==> src/verilog/boot_pkg.sv <==
package boot_pkg;

  // work ram sweep, 128 Ki entries
  localparam int fill_addr_w = 17;

  // rom and ram mask width
  localparam int mask_w = 24;

  // header size code width
  localparam int size_w = 4;

  // parser delay counter
  localparam int parser_cnt_w = 3;
  localparam logic [parser_cnt_w-1:0] parser_delay_init = 3'd6;
  // counter rests here after reset, before any download
  localparam logic [parser_cnt_w-1:0] parser_delay_idle = 3'd7;

  // bytes for a size code of zero
  localparam int mask_base = 1024;

  // apb bus widths
  localparam int apb_addr_w = 4;
  localparam int apb_data_w = 32;

  // fill byte type
  typedef logic [7:0] byte_t;

  // fill patterns for work and audio ram
  typedef enum logic [1:0] {
    fill_checker = 2'd0,
    fill_stripe  = 2'd1,
    fill_55      = 2'd2,
    fill_ff      = 2'd3
  } fill_pattern_e;

  // apb register offsets
  typedef enum logic [apb_addr_w-1:0] {
    reg_pattern_addr = 4'h0,
    reg_status_addr  = 4'h4
  } apb_reg_e;

endpackage

==> src/verilog/load_tracker.sv <==
module load_tracker
  import boot_pkg::*;
(
  input  logic              clk_sys,
  input  logic              reset,
  input  logic              cart_download,
  input  logic              spc_download,
  input  logic              ioctl_wr,
  input  logic [size_w-1:0] rom_size,
  input  logic [size_w-1:0] ram_size,
  output logic [mask_w-1:0] rom_mask,
  output logic [mask_w-1:0] ram_mask,
  output logic [size_w-1:0] sram_size,
  output logic              parser_busy,
  output logic              downloading,
  output logic              spc_mode
);

  // registered download flags
  logic dl_q;
  // parser delay counter
  logic [parser_cnt_w-1:0] delay_cnt;
  // end of either download
  logic dl_end;

  // any download in progress
  assign downloading = cart_download | spc_download;

  // flags were up last clock, both down now
  assign dl_end = dl_q & ~cart_download & ~spc_download;

  // busy between load and expiry, idle value and zero both mean done
  assign parser_busy = (delay_cnt != parser_delay_idle) && (delay_cnt != '0);

  always_ff @(posedge clk_sys) begin
    if (!reset) begin
      dl_q <= 1'b0;
    end else begin
      dl_q <= downloading;
    end
  end

  // delay runs down one per clock after the end event
  always_ff @(posedge clk_sys) begin
    if (!reset) begin
      delay_cnt <= parser_delay_idle;
    end else if (dl_end) begin
      delay_cnt <= parser_delay_init;
    end else if (parser_busy) begin
      delay_cnt <= delay_cnt - 1'b1;
    end
  end

  // header fields are settled by now
  // masks must be valid before the core leaves reset
  always_ff @(posedge clk_sys) begin
    if (!reset) begin
      rom_mask  <= '0;
      ram_mask  <= '0;
      sram_size <= '0;
    end else if (delay_cnt == parser_cnt_w'(1)) begin
      rom_mask <= (mask_w'(mask_base) << rom_size) - mask_w'(1);
      // no ram at all for a zero code
      if (ram_size == '0) begin
        ram_mask <= '0;
      end else begin
        ram_mask <= (mask_w'(mask_base) << ram_size) - mask_w'(1);
      end
      sram_size <= ram_size;
    end
  end

  // sound program mode follows the last written download type
  always_ff @(posedge clk_sys) begin
    if (!reset) begin
      spc_mode <= 1'b0;
    end else if (ioctl_wr) begin
      spc_mode <= spc_download;
    end
  end

endmodule

==> src/verilog/ram_clear.sv <==
module ram_clear
  import boot_pkg::*;
(
  input  logic                   clk_sys,
  input  logic                   reset,
  input  logic                   cart_download,
  input  fill_pattern_e          wram_pattern,
  input  fill_pattern_e          aram_pattern,
  output logic                   clearing,
  output logic [fill_addr_w-1:0] fill_addr,
  output byte_t                  wram_fill_data,
  output byte_t                  aram_fill_data
);

  // previous cart download level
  logic cart_q;
  // quarter rate pacing, ram side is slow
  logic [1:0] clear_div;
  // cart download just started
  logic cart_rise;

  assign cart_rise = cart_download & ~cart_q;

  // byte for one pattern at one address
  function automatic byte_t fill_byte(input fill_pattern_e pat,
                                      input logic [fill_addr_w-1:0] addr);
    byte_t val;
    case (pat)
      // checkerboard on bits 8 and 2
      fill_checker: val = (addr[8] ^ addr[2]) ? 8'h66 : 8'h99;
      // stripes on bits 9 and 0
      fill_stripe:  val = (addr[9] ^ addr[0]) ? 8'hff : 8'h00;
      fill_55:      val = 8'h55;
      default:      val = 8'hff;
    endcase
    return val;
  endfunction

  always_ff @(posedge clk_sys) begin
    if (!reset) begin
      cart_q <= 1'b0;
    end else begin
      cart_q <= cart_download;
    end
  end

  // free running, never held by clearing
  always_ff @(posedge clk_sys) begin
    if (!reset) begin
      clear_div <= '0;
    end else begin
      clear_div <= clear_div + 1'b1;
    end
  end

  // start on cart download edge, stop once the sweep hits the top
  always_ff @(posedge clk_sys) begin
    if (!reset) begin
      clearing <= 1'b0;
    end else if (&fill_addr) begin
      clearing <= 1'b0;
    end else if (cart_rise) begin
      clearing <= 1'b1;
    end
  end

  // address steps on divider phase zero only
  always_ff @(posedge clk_sys) begin
    if (!reset) begin
      fill_addr <= '0;
    end else if (clearing) begin
      if (clear_div == 2'd0) begin
        fill_addr <= fill_addr + 1'b1;
      end
    end else begin
      // parked at zero between clears
      fill_addr <= '0;
    end
  end

  // same decode for both rams, separate selects
  assign wram_fill_data = fill_byte(wram_pattern, fill_addr);
  assign aram_fill_data = fill_byte(aram_pattern, fill_addr);

endmodule

==> src/verilog/reset_sequencer.sv <==
module reset_sequencer (
  input  logic clk_sys,
  input  logic reset,
  input  logic core_reset,
  input  logic downloading,
  input  logic parser_busy,
  input  logic clearing,
  output logic core_reset_n,
  output logic rfsh
);

  // divide by four phase
  logic [1:0] div;
  // any reason to hold the core
  logic hold_core;

  assign hold_core = core_reset | downloading | parser_busy | clearing;

  always_ff @(posedge clk_sys) begin
    if (!reset) begin
      div          <= '0;
      rfsh         <= 1'b0;
      core_reset_n <= 1'b0;
    end else begin
      div <= div + 1'b1;
      // one refresh pulse per four clocks
      rfsh <= (div == 2'd0);
      // core reset only moves on phase two
      if (div == 2'd2) begin
        core_reset_n <= ~hold_core;
      end
    end
  end

endmodule

==> src/verilog/apb_settings.sv <==
module apb_settings
  import boot_pkg::*;
(
  input  logic                  clk_sys,
  input  logic                  reset,
  input  logic                  psel,
  input  logic                  penable,
  input  logic                  pwrite,
  input  logic [apb_addr_w-1:0] paddr,
  input  logic [apb_data_w-1:0] pwdata,
  output logic [apb_data_w-1:0] prdata,
  output logic                  pready,
  output logic                  pslverr,
  input  logic                  clearing,
  input  logic                  spc_mode,
  input  logic                  parser_busy,
  output fill_pattern_e         wram_pattern,
  output fill_pattern_e         aram_pattern
);

  // access phase
  logic access;
  // offset decodes
  logic hit_pattern;
  logic hit_status;
  // address and direction both legal
  logic legal;

  // no wait states
  assign pready = 1'b1;

  assign access      = psel & penable;
  assign hit_pattern = (paddr == reg_pattern_addr);
  assign hit_status  = (paddr == reg_status_addr);

  // status is read only
  assign legal   = hit_pattern | (hit_status & ~pwrite);
  assign pslverr = access & ~legal;

  // pattern register, wram in 1:0, aram in 3:2
  always_ff @(posedge clk_sys) begin
    if (!reset) begin
      wram_pattern <= fill_checker;
      aram_pattern <= fill_checker;
    end else if (access && pwrite && hit_pattern) begin
      wram_pattern <= fill_pattern_e'(pwdata[1:0]);
      aram_pattern <= fill_pattern_e'(pwdata[3:2]);
    end
  end

  // read mux
  always_comb begin
    prdata = '0;
    if (hit_pattern) begin
      prdata[3:0] = {aram_pattern, wram_pattern};
    end else if (hit_status) begin
      // clearing, spc mode, parser busy from bit 0 up
      prdata[2:0] = {parser_busy, spc_mode, clearing};
    end
  end

endmodule

==> src/verilog/cart_boot_top.sv <==
module cart_boot_top
  import boot_pkg::*;
(
  input  logic                   clk_sys,
  input  logic                   reset,
  input  logic                   cart_download,
  input  logic                   spc_download,
  input  logic                   ioctl_wr,
  input  logic [size_w-1:0]      rom_size,
  input  logic [size_w-1:0]      ram_size,
  input  logic                   core_reset,
  input  logic                   psel,
  input  logic                   penable,
  input  logic                   pwrite,
  input  logic [apb_addr_w-1:0]  paddr,
  input  logic [apb_data_w-1:0]  pwdata,
  output logic [apb_data_w-1:0]  prdata,
  output logic                   pready,
  output logic                   pslverr,
  output logic [mask_w-1:0]      rom_mask,
  output logic [mask_w-1:0]      ram_mask,
  output logic [size_w-1:0]      sram_size,
  output logic                   core_reset_n,
  output logic                   rfsh,
  output logic                   clearing,
  output logic [fill_addr_w-1:0] fill_addr,
  output byte_t                  wram_fill_data,
  output byte_t                  aram_fill_data
);

  // tracker to sequencer and status
  logic parser_busy;
  logic downloading;
  logic spc_mode;
  // register block to clear engine
  fill_pattern_e wram_pattern;
  fill_pattern_e aram_pattern;

  load_tracker u_load_tracker (
    .clk_sys       (clk_sys),
    .reset         (reset),
    .cart_download (cart_download),
    .spc_download  (spc_download),
    .ioctl_wr      (ioctl_wr),
    .rom_size      (rom_size),
    .ram_size      (ram_size),
    .rom_mask      (rom_mask),
    .ram_mask      (ram_mask),
    .sram_size     (sram_size),
    .parser_busy   (parser_busy),
    .downloading   (downloading),
    .spc_mode      (spc_mode)
  );

  ram_clear u_ram_clear (
    .clk_sys        (clk_sys),
    .reset          (reset),
    .cart_download  (cart_download),
    .wram_pattern   (wram_pattern),
    .aram_pattern   (aram_pattern),
    .clearing       (clearing),
    .fill_addr      (fill_addr),
    .wram_fill_data (wram_fill_data),
    .aram_fill_data (aram_fill_data)
  );

  // holds the console core while anything above is busy
  reset_sequencer u_reset_sequencer (
    .clk_sys      (clk_sys),
    .reset        (reset),
    .core_reset   (core_reset),
    .downloading  (downloading),
    .parser_busy  (parser_busy),
    .clearing     (clearing),
    .core_reset_n (core_reset_n),
    .rfsh         (rfsh)
  );

  apb_settings u_apb_settings (
    .clk_sys      (clk_sys),
    .reset        (reset),
    .psel         (psel),
    .penable      (penable),
    .pwrite       (pwrite),
    .paddr        (paddr),
    .pwdata       (pwdata),
    .prdata       (prdata),
    .pready       (pready),
    .pslverr      (pslverr),
    .clearing     (clearing),
    .spc_mode     (spc_mode),
    .parser_busy  (parser_busy),
    .wram_pattern (wram_pattern),
    .aram_pattern (aram_pattern)
  );

endmodule

==> config.mk <==
export PLATFORM = sky130hd
export DESIGN_NAME = cart_boot_top
export DESIGN_NICKNAME = d
export VERILOG_FILES = /design/src/verilog/boot_pkg.sv /design/src/verilog/load_tracker.sv /design/src/verilog/ram_clear.sv /design/src/verilog/reset_sequencer.sv /design/src/verilog/apb_settings.sv /design/src/verilog/cart_boot_top.sv
export SDC_FILE = /design/constraint.sdc
export NUM_CORES = 1
export LEC_CHECK = 0
export BUFFER_PORTS_ARGS = -buffer_cell sky130_fd_sc_hd__buf_2
export CORE_UTILIZATION = 47
export DETAILED_ROUTE_END_ITERATION = 16
export PLACE_DENSITY = 0.84
export SLEW_MARGIN = 20
export SYNTH_ARGS = -nofsm -noshare
export SYNTH_HDL_FRONTEND = slang
export SYNTH_SLANG_ARGS = --single-unit
==> constraint.sdc <==
create_clock -name clk_sys -period 2 [get_ports clk_sys]
set_input_delay 0 -clock clk_sys [delete_from_list [all_inputs] [get_ports clk_sys]]
set_output_delay 0 -clock clk_sys [all_outputs]
set_load 0.05 [all_outputs]
==> results of run 1 <==
state kept, by name (all words and copies together) (netlist names):
register	cells
u_ram_clear.clear_div	2
u_load_tracker.delay_cnt	3
u_load_tracker.dl_q	1
u_load_tracker.ram_mask	15
u_reset_sequencer.core_reset_n	1
u_load_tracker.sram_size	4
u_ram_clear.fill_addr	17
u_reset_sequencer.div	2
u_ram_clear.cart_q	1
u_load_tracker.spc_mode	1
u_load_tracker.rom_mask	15
u_apb_settings.wram_pattern	2
u_reset_sequencer.rfsh	1
u_apb_settings.aram_pattern	2
u_ram_clear.clearing	1
power by group through the flow:
stage / sequential, uW / combinational, uW / clock [uW]
final: 1400 / 458 / 1160
after global routing: 1410 / 497 / 1250
after CTS: 1400 / 450 / 1200
after detailed placement: 1440 / 435 / 0
after global placement: 1430 / 420 / 0
after floorplan: 1450 / 376 / 0
path summary, 6_finish.rpt:
path	slack, ps	endpoint	startpoint	cells past startpoint
max reg2reg	240	u_ram_clear.fill_addr[15]$_SDFFE_PN0N_	u_ram_clear.clear_div[0]$_SDFF_PN0_	6
max	170	prdata[2]	u_load_tracker.delay_cnt[0]$_SDFFE_PN1P_	6
min reg2reg	420	u_reset_sequencer.div[0]$_SDFF_PN0_	u_reset_sequencer.div[0]$_SDFF_PN0_	1
min	20	u_load_tracker.rom_mask[17]$_SDFFE_PN0P_	rom_size[3]	3
timing repair:
item / 4_1_cts / 5_1_grt
resized for setup: 0 / 1
hold buffers: 9 / 0
endpoints found under the hold margin: 9 / 0
setup endpoints to repair: 0 / 1
per-stage QoR:
stage               hold slack (ps)  setup TNS (ps)  utilization (%)  total power [uW]
finish                         24.5               0             59.0              3020
global route                   38.4               0             59.0              3150
floorplan                       145            -613                -              1830
CTS                            8.75               0             59.0              3050
global placement                254               0             54.9              1850
detailed placement              253               0             54.9              1870
cell type report:
class | instances | area [sq um] | area share (%)
multi-input cells | 296 | 1830 | 42.1
flip-flops and latches | 68 | 1370 | 31.5
repair buffers | 138 | 766 | 17.6
clock buffers | 12 | 165 | 3.80
well taps | 99 | 124 | 2.85
inverters | 13 | 48.8 | 1.12
clock inverters | 3 | 45.0 | 1.04
cell families after synthesis:
kind of cell / count (synthesis)
xor+xnor: 15
simple gates: 146
buf+inv: 97
compound gates: 82
flops: 68
other cells: 2
mux: 13
fa+ha+maj: 11
worst reg2reg max path, stage by stage, from the launching register on:
cell and delay (ps):
sky130_fd_sc_hd__dfxtp_1 310, sky130_fd_sc_hd__inv_1 50, sky130_fd_sc_hd__ha_1 330, sky130_fd_sc_hd__nand4_2 170
sky130_fd_sc_hd__nor4_4 310, sky130_fd_sc_hd__or4b_1 460, sky130_fd_sc_hd__o21ai_0 70
cells in the final DEF, fill, tap and decap left out, types with 3 or more instances in the layout:
cell type,count
sky130_fd_sc_hd__buf_4,12
sky130_fd_sc_hd__nand3_1,13
sky130_fd_sc_hd__a21boi_0,14
sky130_fd_sc_hd__and2_1,4
sky130_fd_sc_hd__xnor2_1,10
sky130_fd_sc_hd__o31ai_2,4
sky130_fd_sc_hd__inv_1,13
sky130_fd_sc_hd__nand4_1,3
sky130_fd_sc_hd__o211a_1,3
sky130_fd_sc_hd__clkbuf_8,12
sky130_fd_sc_hd__nor2b_1,16
sky130_fd_sc_hd__dlygate4sd3_1,9
sky130_fd_sc_hd__nor3b_1,3
sky130_fd_sc_hd__o21ai_0,25
sky130_fd_sc_hd__a31oi_1,3
sky130_fd_sc_hd__nor2_1,33
sky130_fd_sc_hd__xor2_1,5
sky130_fd_sc_hd__nand2b_1,6
sky130_fd_sc_hd__a22oi_1,5
sky130_fd_sc_hd__dfxtp_1,62
sky130_fd_sc_hd__nor4_1,3
sky130_fd_sc_hd__mux2i_1,11
sky130_fd_sc_hd__nor3_1,7
sky130_fd_sc_hd__or3_1,5
sky130_fd_sc_hd__a21oi_1,15
sky130_fd_sc_hd__nand2_1,39
sky130_fd_sc_hd__a21o_1,3
sky130_fd_sc_hd__ha_1,11
sky130_fd_sc_hd__dfxtp_2,6
sky130_fd_sc_hd__conb_1,29
sky130_fd_sc_hd__buf_2,117
metal layers:
metal,routed length [microns],share of wire (%)
met3,492,6.2
met2,3970,50
met4,173,2.2
met5,0,0
met1,3320,42
==> impl_metrics.xml, run 1 <==
<?xml version="1.0" encoding="UTF-8"?>
<metrics>
  <group name="status">
    <metric name="status" unit="">finished, final reports clean</metric>
  </group>
  <group name="yosys">
    <metric name="synth-seq-cells" unit="">68</metric>
    <metric name="yosysSeqAreaShare" unit="%">37.4</metric>
    <metric name="netlist_area" unit="sq um">3640</metric>
    <metric name="synthesized_area_fraction_occupied_by_ao_oa_aoi_and_oai_cells" unit="%">14.6</metric>
    <metric name="dominantRegCellSynth" unit="">sky130_fd_sc_hd__dfxtp_1</metric>
    <metric name="yosys.area.top_type_share" unit="%">37.4</metric>
    <metric name="synth_top_cells_by_area" unit="">sky130_fd_sc_hd__dfxtp_1, sky130_fd_sc_hd__buf_4, sky130_fd_sc_hd__nand2_1</metric>
    <metric name="yosys.area_share.xor_xnor" unit="%">3.61</metric>
    <metric name="post-synth-top-area-cell" unit="">sky130_fd_sc_hd__dfxtp_1</metric>
    <metric name="combinational_family_with_the_most_area_after_synthesis" unit="">simple AND/OR/NAND/NOR gates</metric>
    <metric name="synthAdderAreaFrac" unit="%">3.78</metric>
    <metric name="yosys-mux-area-fraction" unit="%">3.61</metric>
    <metric name="ys.warnings.count" unit="">0</metric>
    <metric name="synth_simple_gate_area_share" unit="%">21.1</metric>
    <metric name="postSynthAreaPerCell" unit="sq um">8.39</metric>
    <metric name="synth_enable_flop_cells" unit="">0</metric>
    <metric name="post-synth-top-count-cell" unit="">sky130_fd_sc_hd__dfxtp_1</metric>
    <metric name="synthCells" unit="">434</metric>
    <metric name="top_cell_types_by_occurrence_after_synthesis" unit="">sky130_fd_sc_hd__dfxtp_1, sky130_fd_sc_hd__buf_4, sky130_fd_sc_hd__nand2_1</metric>
    <metric name="synth.lib_cells_used.distinct" unit="">49</metric>
    <metric name="asyncSetResetFlopFracSynth" unit="%">0</metric>
  </group>
  <group name="floorplan">
    <metric name="coreArea" unit="sq um">7370</metric>
    <metric name="floorplan.io_pins" unit="">175</metric>
    <metric name="floorplan.initialDensity" unit="%">49.4</metric>
    <metric name="die_w" unit="microns">90.0</metric>
    <metric name="die_h" unit="microns">90.0</metric>
    <metric name="rows" unit="">31</metric>
    <metric name="die_outline_area" unit="sq um">8110</metric>
  </group>
  <group name="routing">
    <metric name="drt_wl_total" unit="mm">7.95</metric>
    <metric name="vias_per_cell" unit="">5.05</metric>
    <metric name="route.vias.total" unit="">3176</metric>
    <metric name="wl_per_cell" unit="microns">12.6</metric>
    <metric name="drt-initial-drc-count" unit="">122</metric>
    <metric name="drt.antenna.violating_nets" unit="">0</metric>
    <metric name="drc" unit="">0</metric>
    <metric name="drt_pre_antenna_iters" unit="">4</metric>
  </group>
  <group name="worst_setup_path">
    <metric name="worstPathRequired" unit="ps">2000</metric>
    <metric name="worst_setup_path_start_kind" unit="">flop</metric>
    <metric name="timing.critical_path.slowest_cell_delay" unit="ps">360</metric>
    <metric name="worstSetupEndpointType" unit="">primary output</metric>
    <metric name="critical_path.slowest_cell" unit="">sky130_fd_sc_hd__dfxtp_1</metric>
    <metric name="criticalPathCategory" unit="">flop to primary output</metric>
    <metric name="crit_fanout" unit="">5</metric>
    <metric name="crit_path_cell_trace" unit="">inv_1 -&gt; ha_1 -&gt; mux2i_2 -&gt; mux2i_1 -&gt; nor2_1 -&gt; buf_2</metric>
    <metric name="worst-endpoint-arrival" unit="ps">1830</metric>
    <metric name="crit_buf_inv" unit="">2</metric>
    <metric name="timing.critical_path.max_delay_family" unit="">multiplexers</metric>
  </group>
  <group name="power_and_ir_drop">
    <metric name="total_switching_power" unit="uW">832</metric>
    <metric name="power_frac_seq" unit="%">46.5</metric>
    <metric name="power_leakage" unit="uW">0.00205</metric>
    <metric name="power.density" unit="nW/um^2">694</metric>
    <metric name="power_frac_clock" unit="%">38.4</metric>
    <metric name="max-vdd-ir-drop" unit="V">0.000429</metric>
    <metric name="internal-power" unit="uW">2190</metric>
    <metric name="power.share.switching" unit="%">27.5</metric>
    <metric name="pwr-share-comb" unit="%">15.2</metric>
  </group>
  <group name="cts">
    <metric name="cts.clk_slew.worst_paths" unit="ps">70</metric>
    <metric name="clock_tree.root_cell" unit="">sky130_fd_sc_hd__clkbuf_8</metric>
    <metric name="numCtsBuffers" unit="">9</metric>
    <metric name="clock_latency_on_the_worst_skew_pair" unit="ps">340</metric>
    <metric name="tritoncts_num_sinks" unit="">68</metric>
    <metric name="post_cts.repair.setup_buffers" unit="">0</metric>
    <metric name="clk_path_buf_depth" unit="">2</metric>
    <metric name="h-tree-depth" unit="">3</metric>
    <metric name="tritoncts" unit="">done</metric>
  </group>
  <group name="final_layout">
    <metric name="synthToLayoutAreaGrowth" unit="%">19.4</metric>
    <metric name="fillerInstances" unit="">651</metric>
    <metric name="layout-drive-gt1-share" unit="%">30.6</metric>
    <metric name="antenna_cells" unit="">0</metric>
    <metric name="finalNetCount" unit="">590</metric>
    <metric name="fin_area" unit="sq um">4350</metric>
    <metric name="layout.cells.non_filler" unit="">629</metric>
  </group>
  <group name="sta">
    <metric name="finalSetupViolCount" unit="">0</metric>
    <metric name="achievable-frequency" unit="MHz">547</metric>
    <metric name="fin_ws" unit="ps">172</metric>
    <metric name="relSlewSlack" unit="%">66.1</metric>
    <metric name="worst_clock_skew" unit="ps">5.89</metric>
    <metric name="timing_worst_slew_pin_value" unit="ps">505</metric>
    <metric name="final-max-slew-violation-count" unit="">0</metric>
    <metric name="rsz0062_at_grt" unit="">false</metric>
    <metric name="period_minus_slack" unit="ps">1830</metric>
    <metric name="hold_violations_final" unit="">0</metric>
    <metric name="timing.final.crit_share" unit="%">91.4</metric>
  </group>
  <group name="global_routing">
    <metric name="grt.met3_usage" unit="%">4.31</metric>
    <metric name="grt.met2_usage" unit="%">35.1</metric>
    <metric name="grt_overall_usage" unit="%">19.7</metric>
    <metric name="gr-total-overflow" unit="">0</metric>
    <metric name="antenna_violations_before_repair" unit="">0</metric>
    <metric name="layer_carrying_the_most_global_route_usage" unit="">met2</metric>
    <metric name="use_met1" unit="%">22.2</metric>
    <metric name="grt_pass1_wl" unit="mm">13.0</metric>
    <metric name="grt_pass1_vias" unit="">2859</metric>
    <metric name="grt_max_degree" unit="">32</metric>
  </group>
  <group name="placement">
    <metric name="placedInstanceArea" unit="sq um">4050</metric>
    <metric name="post-place-ws" unit="ps">255</metric>
    <metric name="finalWeightedCongestion" unit="">0.851</metric>
    <metric name="portBuffers" unit="">117</metric>
    <metric name="dp.final_hpwl" unit="mm">5.86</metric>
    <metric name="dpl.cell_count" unit="">605</metric>
  </group>
  <group name="run">
    <metric name="cap_violations" unit="">0</metric>
  </group>
  <group name="hold_path">
    <metric name="holdCritPathClass" unit="">input pin to flop</metric>
  </group>
</metrics>
No activity file was read; power rests on OpenSTA's default activity.
==> inputs of run 2 (changes only) <==
--- a/config.mk
+++ b/config.mk
@@ -8,8 +8,11 @@
 export BUFFER_PORTS_ARGS = -buffer_cell sky130_fd_sc_hd__buf_2
 export CORE_UTILIZATION = 47
 export DETAILED_ROUTE_END_ITERATION = 16
+export HOLD_SLACK_MARGIN = 0.12
 export PLACE_DENSITY = 0.84
+export REMOVE_ABC_BUFFERS = 1
 export SLEW_MARGIN = 20
 export SYNTH_ARGS = -nofsm -noshare
 export SYNTH_HDL_FRONTEND = slang
+export SYNTH_HIERARCHICAL = 1
 export SYNTH_SLANG_ARGS = --single-unit
==> run 2 against run 1 <==
  * First-iteration DRC count shrank 4.9%
  * Via count grew 2.3%
  * Clock power grew 21%
  * Cell area grew 3.7%
  * Die area grew 3.2%
  * Utilization shrank 0.66 points
  * Global-route usage shrank 0.14 points
  * Sequential share of layout area shrank 1.3 points
  * Critical path type is now input pin to flop
  * Critical endpoint is now u_load_tracker/rom_mask[20]$_SDFFE_PN0P_
  * Largest cell class unchanged
  * Highest routed layer unchanged
==> impl_metrics.xml, run 2 <==
<?xml version="1.0" encoding="UTF-8"?>
<metrics>
  <group name="status">
    <metric name="status" unit="">finished, final reports clean</metric>
  </group>
  <group name="sta">
    <metric name="final-max-slew-violation-count" unit="">0</metric>
    <metric name="finalSetupViolCount" unit="">0</metric>
    <metric name="period_minus_slack" unit="ps">1880</metric>
    <metric name="timing.final.crit_share" unit="%">93.8</metric>
    <metric name="worst_clock_skew" unit="ps">7.00</metric>
    <metric name="setup_total_negative_slack" unit="ps">0</metric>
    <metric name="rsz0062_at_grt" unit="">false</metric>
    <metric name="hold_violations_final" unit="">0</metric>
    <metric name="achievable-frequency" unit="MHz">533</metric>
  </group>
  <group name="run">
    <metric name="cap_violations" unit="">0</metric>
  </group>
  <group name="final_layout">
    <metric name="finalNetCount" unit="">601</metric>
    <metric name="layout-drive-gt1-share" unit="%">27.5</metric>
    <metric name="largest_register_ff_count" unit="">17</metric>
    <metric name="synthToLayoutAreaGrowth" unit="%">19.9</metric>
    <metric name="most_common_cell_after_layout_fill_and_taps_aside" unit="">sky130_fd_sc_hd__buf_2</metric>
    <metric name="antenna_cells" unit="">0</metric>
    <metric name="mostFrequentLayoutCells" unit="">sky130_fd_sc_hd__buf_2, sky130_fd_sc_hd__dfxtp_1, sky130_fd_sc_hd__nand2_1</metric>
    <metric name="largest_register" unit="">u_ram_clear/fill_addr</metric>
    <metric name="fin_area" unit="sq um">4510</metric>
    <metric name="largestRegisters" unit="">u_ram_clear/fill_addr x17, u_load_tracker/ram_mask x15, u_load_tracker/rom_mask x15</metric>
  </group>
  <group name="yosys">
    <metric name="postSynthAreaPerCell" unit="sq um">8.55</metric>
    <metric name="synth-seq-cells" unit="">68</metric>
    <metric name="post-synth-top-area-cell" unit="">sky130_fd_sc_hd__dfxtp_1</metric>
    <metric name="synth_top_cells_by_area" unit="">sky130_fd_sc_hd__dfxtp_1, sky130_fd_sc_hd__buf_4, sky130_fd_sc_hd__nand2_1</metric>
    <metric name="post-synth-top-count-cell" unit="">sky130_fd_sc_hd__dfxtp_1</metric>
    <metric name="yosysSeqAreaShare" unit="%">36.2</metric>
    <metric name="netlist_area" unit="sq um">3760</metric>
    <metric name="top_cell_types_by_occurrence_after_synthesis" unit="">sky130_fd_sc_hd__dfxtp_1, sky130_fd_sc_hd__buf_4, sky130_fd_sc_hd__nand2_1</metric>
    <metric name="yosys.area.top_type_share" unit="%">36.2</metric>
    <metric name="dominantRegCellSynth" unit="">sky130_fd_sc_hd__dfxtp_1</metric>
    <metric name="synth_enable_flop_cells" unit="">0</metric>
    <metric name="ys.warnings.count" unit="">6</metric>
    <metric name="synthCells" unit="">440</metric>
    <metric name="asyncSetResetFlopFracSynth" unit="%">0</metric>
    <metric name="synth.lib_cells_used.distinct" unit="">53</metric>
  </group>
  <group name="worst_setup_path">
    <metric name="crit_buf_inv" unit="">2</metric>
    <metric name="worst-endpoint-arrival" unit="ps">2140</metric>
    <metric name="crit_path_cell_trace" unit="">dlygate4sd3_1 -&gt; buf_2 -&gt; or4_4 -&gt; ha_1 -&gt; nor4b_1 -&gt; o21ai_0 -&gt; a21oi_1</metric>
    <metric name="worstPathRequired" unit="ps">2270</metric>
    <metric name="worstSetupEndpointType" unit="">flop</metric>
    <metric name="worst_setup_path_start_kind" unit="">input pin</metric>
    <metric name="timing.critical_path.max_delay_family" unit="">simple AND/OR/NAND/NOR gates</metric>
    <metric name="crit_fanout" unit="">10</metric>
    <metric name="reg2reg_from" unit="">u_ram_clear/clear_div[0]$_SDFF_PN0_</metric>
    <metric name="critical_path.reg2reg.endpoint" unit="">u_ram_clear/fill_addr[9]$_SDFFE_PN0N_</metric>
    <metric name="worst_r2r_path_depth" unit="">5</metric>
    <metric name="timing.reg2reg.setup_slack" unit="ps">150</metric>
    <metric name="criticalPathCategory" unit="">input pin to flop</metric>
    <metric name="critical_path.slowest_cell" unit="">sky130_fd_sc_hd__or4_4</metric>
    <metric name="timing.critical_path.slowest_cell_delay" unit="ps">550</metric>
  </group>
  <group name="global_routing">
    <metric name="grt_overall_usage" unit="%">19.6</metric>
    <metric name="antenna_violations_before_repair" unit="">0</metric>
    <metric name="grt_pass1_wl" unit="mm">13.4</metric>
    <metric name="grt_pass1_vias" unit="">2980</metric>
    <metric name="grt_max_degree" unit="">39</metric>
    <metric name="gr-total-overflow" unit="">0</metric>
  </group>
  <group name="cts">
    <metric name="h-tree-depth" unit="">3</metric>
    <metric name="post_cts.repair.setup_buffers" unit="">0</metric>
    <metric name="tritoncts" unit="">done</metric>
    <metric name="cts.clk_slew.worst_paths" unit="ps">70</metric>
    <metric name="clock_latency_on_the_worst_skew_pair" unit="ps">340</metric>
    <metric name="clk_path_buf_depth" unit="">2</metric>
    <metric name="clock_tree.root_cell" unit="">sky130_fd_sc_hd__clkbuf_8</metric>
    <metric name="tritoncts_num_sinks" unit="">68</metric>
    <metric name="numCtsBuffers" unit="">9</metric>
  </group>
  <group name="floorplan">
    <metric name="coreArea" unit="sq um">7730</metric>
    <metric name="floorplan.initialDensity" unit="%">48.7</metric>
    <metric name="die_outline_area" unit="sq um">8360</metric>
    <metric name="die_w" unit="microns">91.5</metric>
    <metric name="floorplan.io_pins" unit="">175</metric>
    <metric name="rows" unit="">32</metric>
    <metric name="die_h" unit="microns">91.5</metric>
  </group>
  <group name="hold_path">
    <metric name="hold_depth" unit="">1</metric>
    <metric name="hold-path-endpoint" unit="">u_reset_sequencer/div[0]$_SDFF_PN0_</metric>
    <metric name="timing.hold.worst.start" unit="">u_reset_sequencer/div[0]$_SDFF_PN0_</metric>
    <metric name="holdCritPathClass" unit="">flop to flop</metric>
  </group>
  <group name="routing">
    <metric name="route.vias.total" unit="">3248</metric>
    <metric name="drc" unit="">0</metric>
    <metric name="drt.antenna.violating_nets" unit="">0</metric>
    <metric name="wl_per_cell" unit="microns">12.3</metric>
    <metric name="drt_wl_total" unit="mm">7.92</metric>
    <metric name="drt_pre_antenna_iters" unit="">4</metric>
    <metric name="drt-initial-drc-count" unit="">116</metric>
    <metric name="vias_per_cell" unit="">5.04</metric>
  </group>
  <group name="placement">
    <metric name="finalWeightedCongestion" unit="">0.802</metric>
    <metric name="portBuffers" unit="">117</metric>
    <metric name="placedInstanceArea" unit="sq um">4040</metric>
    <metric name="dp.final_hpwl" unit="mm">5.29</metric>
  </group>
  <group name="power_and_ir_drop">
    <metric name="max-vdd-ir-drop" unit="V">0.000424</metric>
    <metric name="power_leakage" unit="uW">0.00206</metric>
    <metric name="power.density" unit="nW/um^2">762</metric>
  </group>
</metrics>
run 2: cell types whose count changed in the layout (fill, tap and decap cells not counted), sizes merged, moves of 6 or more:
cell / before / now
buf: 129 / 122
a21boi: 14 / 20
dlygate4sd3: 9 / 21
nor2: 33 / 24
nand3: 15 / 9
or4: 0 / 6
nand2: 39 / 54
and2: 4 / 10
nor2b: 17 / 8
run 2: final cells by class:
type | count | area, sq um
flip-flops and latches | 68 | 1360
clock buffers | 10 | 138
multi-input cells | 305 | 1890
inverters | 10 | 37.5
fillers | 662 | 3220
repair buffers | 143 | 846
well taps | 102 | 128
clock inverters | 6 | 111
run 2: cells by family (layout without fill, tap and decap cells):
family | Yosys count | in the layout | share of synthesized area [%]
mux | 15 | 15 | 3.99
buf+inv | 94 | 169 | 16.7
xor+xnor | 11 | 11 | 2.56
other cells | 2 | 29 | 0.200
compound gates | 91 | 91 | 15.9
fa+ha+maj | 11 | 11 | 3.66
flops | 68 | 68 | 36.2
simple gates | 148 | 148 | 20.8
run 2: worst reg2reg max path: cells and delay by family, from the launching register on:
kind | cells | cell delay, ps
buf+inv | 1 | 50
fa+ha+maj | 1 | 320
simple gates | 2 | 960
compound gates | 1 | 140
flops | 1 | 310
run 2: what timing repair did:
action,in CTS,in global routing
endpoints found under the setup margin,0,1
hold endpoints to repair,41,0
gates resized for setup,0,2
hold buffers,21,0
run 2: stage by stage:
step | util, % | cells | worst slack (ps) | power, uW | hold slack (ps)
2_1_floorplan | - | 383 | -1950 | 1860 | 61.9
3_3_place_gp | 52.3 | 607 | 256 | 1980 | 247
3_5_place_dp | 52.3 | 607 | 170 | 2010 | 255
4_1_cts | 58.2 | 644 | 35.7 | 3440 | 419
5_1_grt | 58.4 | 644 | 1.31 | 3590 | 432
6_report | 58.4 | 644 | 125 | 3440 | 416
run 2: worst max-delay path by stage:
stage | from | end | cells after the start
floorplan | u_load_tracker/rom_mask[9]$_SDFFE_PN0P_ | u_load_tracker/rom_mask[9]$_SDFFE_PN0P_ | 1
global placement | u_ram_clear/clear_div[0]$_SDFF_PN0_ | u_ram_clear/fill_addr[9]$_SDFFE_PN0N_ | 5
detailed placement | u_ram_clear/clear_div[0]$_SDFF_PN0_ | u_ram_clear/fill_addr[11]$_SDFFE_PN0N_ | 5
CTS | u_load_tracker/delay_cnt[0]$_SDFFE_PN1P_ | prdata[2] | 6
global route | u_ram_clear/clear_div[0]$_SDFF_PN0_ | u_ram_clear/fill_addr[9]$_SDFFE_PN0N_ | 5
finish | rom_size[0] | u_load_tracker/rom_mask[20]$_SDFFE_PN0P_ | 7
run 2: report_power, final:
part | leakage [uW] | internal (uW) | switching (uW)
clock network | 0.000122 | 862 | 536
logic | 0.00138 | 197 | 413
registers | 0.000551 | 1400 | 30.7
run 2: routing by layer:
layer | up-vias | global-route usage, % | routed length (microns)
li1 | 1614 | - | -
met1 | 1524 | 24.3 | 3470
met2 | 99 | 33.1 | 3970
met3 | 11 | 3.02 | 349
met4 | 0 | 9.26 | 123
met5 | - | 0 | 0
==> inputs of run 3 (changes only) <==
--- a/config.mk
+++ b/config.mk
@@ -6,10 +6,11 @@
 export NUM_CORES = 1
 export LEC_CHECK = 0
 export BUFFER_PORTS_ARGS = -buffer_cell sky130_fd_sc_hd__buf_2
-export CORE_UTILIZATION = 47
+export CORE_UTILIZATION = 49
+export CTS_BUF_LIST = sky130_fd_sc_hd__clkbuf_2 sky130_fd_sc_hd__clkbuf_4 sky130_fd_sc_hd__clkbuf_8
 export DETAILED_ROUTE_END_ITERATION = 16
 export HOLD_SLACK_MARGIN = 0.12
-export PLACE_DENSITY = 0.84
+export PLACE_DENSITY = 0.86
 export REMOVE_ABC_BUFFERS = 1
 export SLEW_MARGIN = 20
 export SYNTH_ARGS = -nofsm -noshare
==> run 3 against run 2 <==
  * Via count increased by 2.6%
  * Sequential power about the same
  * Sequential cell count unchanged
  * Critical endpoint unchanged
  * Cell area fell by 0.58%
  * Global-route usage increased by 1.0 points
  * Clock-buffer cell count increased by 4
  * Clock skew about the same
  * Worst hold slack lost 10 ps
  * Die area decreased by 4.0%
  * Fmax shrank 0.48%
==> impl_metrics.xml, run 3 (synthesized netlist as in run 2, its figures left out) <==
<?xml version="1.0" encoding="UTF-8"?>
<metrics>
  <group name="worst_setup_path">
    <metric name="critical_path.slowest_cell" unit="">sky130_fd_sc_hd__dlygate4sd3_1</metric>
    <metric name="timing.critical_path.max_delay_family" unit="">simple AND/OR/NAND/NOR gates</metric>
    <metric name="crit_buf_inv" unit="">2</metric>
    <metric name="criticalPathCategory" unit="">input pin to flop</metric>
    <metric name="timing.critical_path.slowest_cell_delay" unit="ps">550</metric>
    <metric name="worstPathRequired" unit="ps">2270</metric>
    <metric name="worstSetupEndpointType" unit="">flop</metric>
    <metric name="timing.reg2reg.setup_slack" unit="ps">280</metric>
    <metric name="crit_path_cell_trace" unit="">dlygate4sd3_1 -&gt; buf_2 -&gt; or4_4 -&gt; ha_1 -&gt; nor4b_1 -&gt; o21ai_0 -&gt; a21oi_1</metric>
    <metric name="worst-endpoint-arrival" unit="ps">2160</metric>
    <metric name="crit_fanout" unit="">10</metric>
    <metric name="worst_setup_path_start_kind" unit="">input pin</metric>
  </group>
  <group name="final_layout">
    <metric name="antenna_cells" unit="">0</metric>
    <metric name="most_common_cell_after_layout_fill_and_taps_aside" unit="">sky130_fd_sc_hd__buf_2</metric>
    <metric name="largest_register" unit="">u_ram_clear/fill_addr</metric>
    <metric name="layout-drive-gt1-share" unit="%">27.8</metric>
    <metric name="finalNetCount" unit="">606</metric>
    <metric name="fin_area" unit="sq um">4480</metric>
    <metric name="mostFrequentLayoutCells" unit="">sky130_fd_sc_hd__buf_2, sky130_fd_sc_hd__dfxtp_1, sky130_fd_sc_hd__nand2_1</metric>
    <metric name="largestRegisters" unit="">u_ram_clear/fill_addr x17, u_load_tracker/ram_mask x15, u_load_tracker/rom_mask x15</metric>
    <metric name="largest_register_ff_count" unit="">17</metric>
    <metric name="layout.cells.non_filler" unit="">645</metric>
    <metric name="synthToLayoutAreaGrowth" unit="%">19.2</metric>
  </group>
  <group name="floorplan">
    <metric name="coreArea" unit="sq um">7330</metric>
    <metric name="floorplan.io_pins" unit="">175</metric>
    <metric name="die_w" unit="microns">89.6</metric>
    <metric name="floorplan.initialDensity" unit="%">51.3</metric>
    <metric name="rows" unit="">31</metric>
    <metric name="die_h" unit="microns">89.6</metric>
    <metric name="die_outline_area" unit="sq um">8030</metric>
  </group>
  <group name="global_routing">
    <metric name="grt_max_degree" unit="">34</metric>
    <metric name="grt_overall_usage" unit="%">20.6</metric>
    <metric name="grt_pass1_vias" unit="">2791</metric>
    <metric name="antenna_violations_before_repair" unit="">0</metric>
    <metric name="gr-total-overflow" unit="">0</metric>
    <metric name="grt_pass1_wl" unit="mm">12.8</metric>
  </group>
  <group name="status">
    <metric name="status" unit="">finished, final reports clean</metric>
  </group>
  <group name="placement">
    <metric name="finalWeightedCongestion" unit="">0.759</metric>
    <metric name="placedInstanceArea" unit="sq um">4040</metric>
    <metric name="dpl.cell_count" unit="">606</metric>
    <metric name="portBuffers" unit="">117</metric>
    <metric name="dp.final_hpwl" unit="mm">5.54</metric>
  </group>
  <group name="routing">
    <metric name="drt-initial-drc-count" unit="">131</metric>
    <metric name="route.vias.total" unit="">3334</metric>
    <metric name="drt_wl_total" unit="mm">8.45</metric>
    <metric name="drt.antenna.violating_nets" unit="">0</metric>
    <metric name="vias_per_cell" unit="">5.17</metric>
    <metric name="drt_pre_antenna_iters" unit="">4</metric>
    <metric name="wl_per_cell" unit="microns">13.1</metric>
    <metric name="drc" unit="">0</metric>
  </group>
  <group name="cts">
    <metric name="h-tree-depth" unit="">3</metric>
    <metric name="numCtsBuffers" unit="">9</metric>
    <metric name="tritoncts_num_sinks" unit="">68</metric>
    <metric name="cts.clk_slew.worst_paths" unit="ps">70</metric>
    <metric name="clock_tree.root_cell" unit="">sky130_fd_sc_hd__clkbuf_8</metric>
    <metric name="clock_latency_on_the_worst_skew_pair" unit="ps">340</metric>
    <metric name="tritoncts" unit="">done</metric>
    <metric name="clk_path_buf_depth" unit="">2</metric>
  </group>
  <group name="sta">
    <metric name="hold_violations_final" unit="">0</metric>
    <metric name="timing.final.crit_share" unit="%">94.2</metric>
    <metric name="timing_worst_slew_pin_value" unit="ps">531</metric>
    <metric name="period_minus_slack" unit="ps">1880</metric>
    <metric name="final-max-slew-violation-count" unit="">0</metric>
    <metric name="setup_total_negative_slack" unit="ps">0</metric>
    <metric name="finalSetupViolCount" unit="">0</metric>
    <metric name="finalHoldWorstSlack" unit="ps">405</metric>
    <metric name="relSlewSlack" unit="%">64.6</metric>
    <metric name="achievable-frequency" unit="MHz">531</metric>
    <metric name="worst_clock_skew" unit="ps">6.68</metric>
    <metric name="rsz0062_at_grt" unit="">false</metric>
  </group>
  <group name="power_and_ir_drop">
    <metric name="total_switching_power" unit="uW">946</metric>
    <metric name="power.share.switching" unit="%">30.2</metric>
    <metric name="max-vdd-ir-drop" unit="V">0.000414</metric>
    <metric name="report.power.total" unit="uW">3140</metric>
    <metric name="power_frac_clock" unit="%">34.9</metric>
    <metric name="internal-power" unit="uW">2190</metric>
    <metric name="power_frac_seq" unit="%">45.5</metric>
    <metric name="power.density" unit="nW/um^2">699</metric>
    <metric name="pwr-share-comb" unit="%">19.6</metric>
    <metric name="power_leakage" unit="uW">0.00205</metric>
  </group>
  <group name="run">
    <metric name="cap_violations" unit="">0</metric>
  </group>
  <group name="hold_path">
    <metric name="holdCritPathClass" unit="">input pin to primary output</metric>
  </group>
</metrics>
run 3: final timing paths:
kind	end	start	depth (start not counted)
hold reg to reg	u_reset_sequencer/div[0]$_SDFF_PN0_	u_reset_sequencer/div[0]$_SDFF_PN0_	1
setup reg to reg	u_ram_clear/fill_addr[8]$_SDFFE_PN0N_	u_ram_clear/clear_div[0]$_SDFF_PN0_	5
hold / removal	pslverr	penable	4
setup / recovery	u_load_tracker/rom_mask[20]$_SDFFE_PN0P_	rom_size[0]	7
run 3: cell type report:
| cell class | instances | area [sq um] |
|---|---|---|
| fill | 654 | 2850 |
| multi-input combinational | 305 | 1890 |
| sequential | 68 | 1360 |
| timing repair buffer | 148 | 876 |
| clock buffer | 14 | 186 |
| tap | 99 | 124 |
| inverter | 10 | 37.5 |
| clock inverter | 1 | 5.00 |
run 3: through the flow:
step / util (%) / worst slack, ps
after floorplan: - / -1950
after global placement: 55.1 / 255
after detailed placement: 55.1 / 193
after CTS: 60.7 / 28.0
after global routing: 61.2 / 16.4
final: 61.2 / 116
run 3: what timing repair did:
action,in CTS,in global routing
endpoints found under the hold margin,32,0
resized for setup,0,5
buffers inserted,0,2
hold buffers,22,0
setup endpoints to repair,0,4
run 3: power groups by stage:
stage | sequential (uW) | combinational (uW) | clock, uW
floorplan | 1510 | 355 | 0
global placement | 1450 | 531 | 0
detailed placement | 1460 | 553 | 0
CTS | 1430 | 582 | 1110
global route | 1430 | 672 | 1180
finish | 1430 | 615 | 1090
run 3: tightest hold or removal path, stage by stage:
cell and delay [ps]:
sky130_fd_sc_hd__buf_2 110, sky130_fd_sc_hd__nand2_1 50, sky130_fd_sc_hd__nor2_1 40, sky130_fd_sc_hd__buf_2 200
run 3: per-layer routing:
layer  track usage [%]  vias up  wire, microns  share of wire (%)
met2              34.3      112           4290                 51
li1                  -     1628              -                  -
met4              8.37        0            128                1.5
met5                 0        -              0                  0
met1              25.2     1580           3590                 42
met3              5.67       14            438                5.2
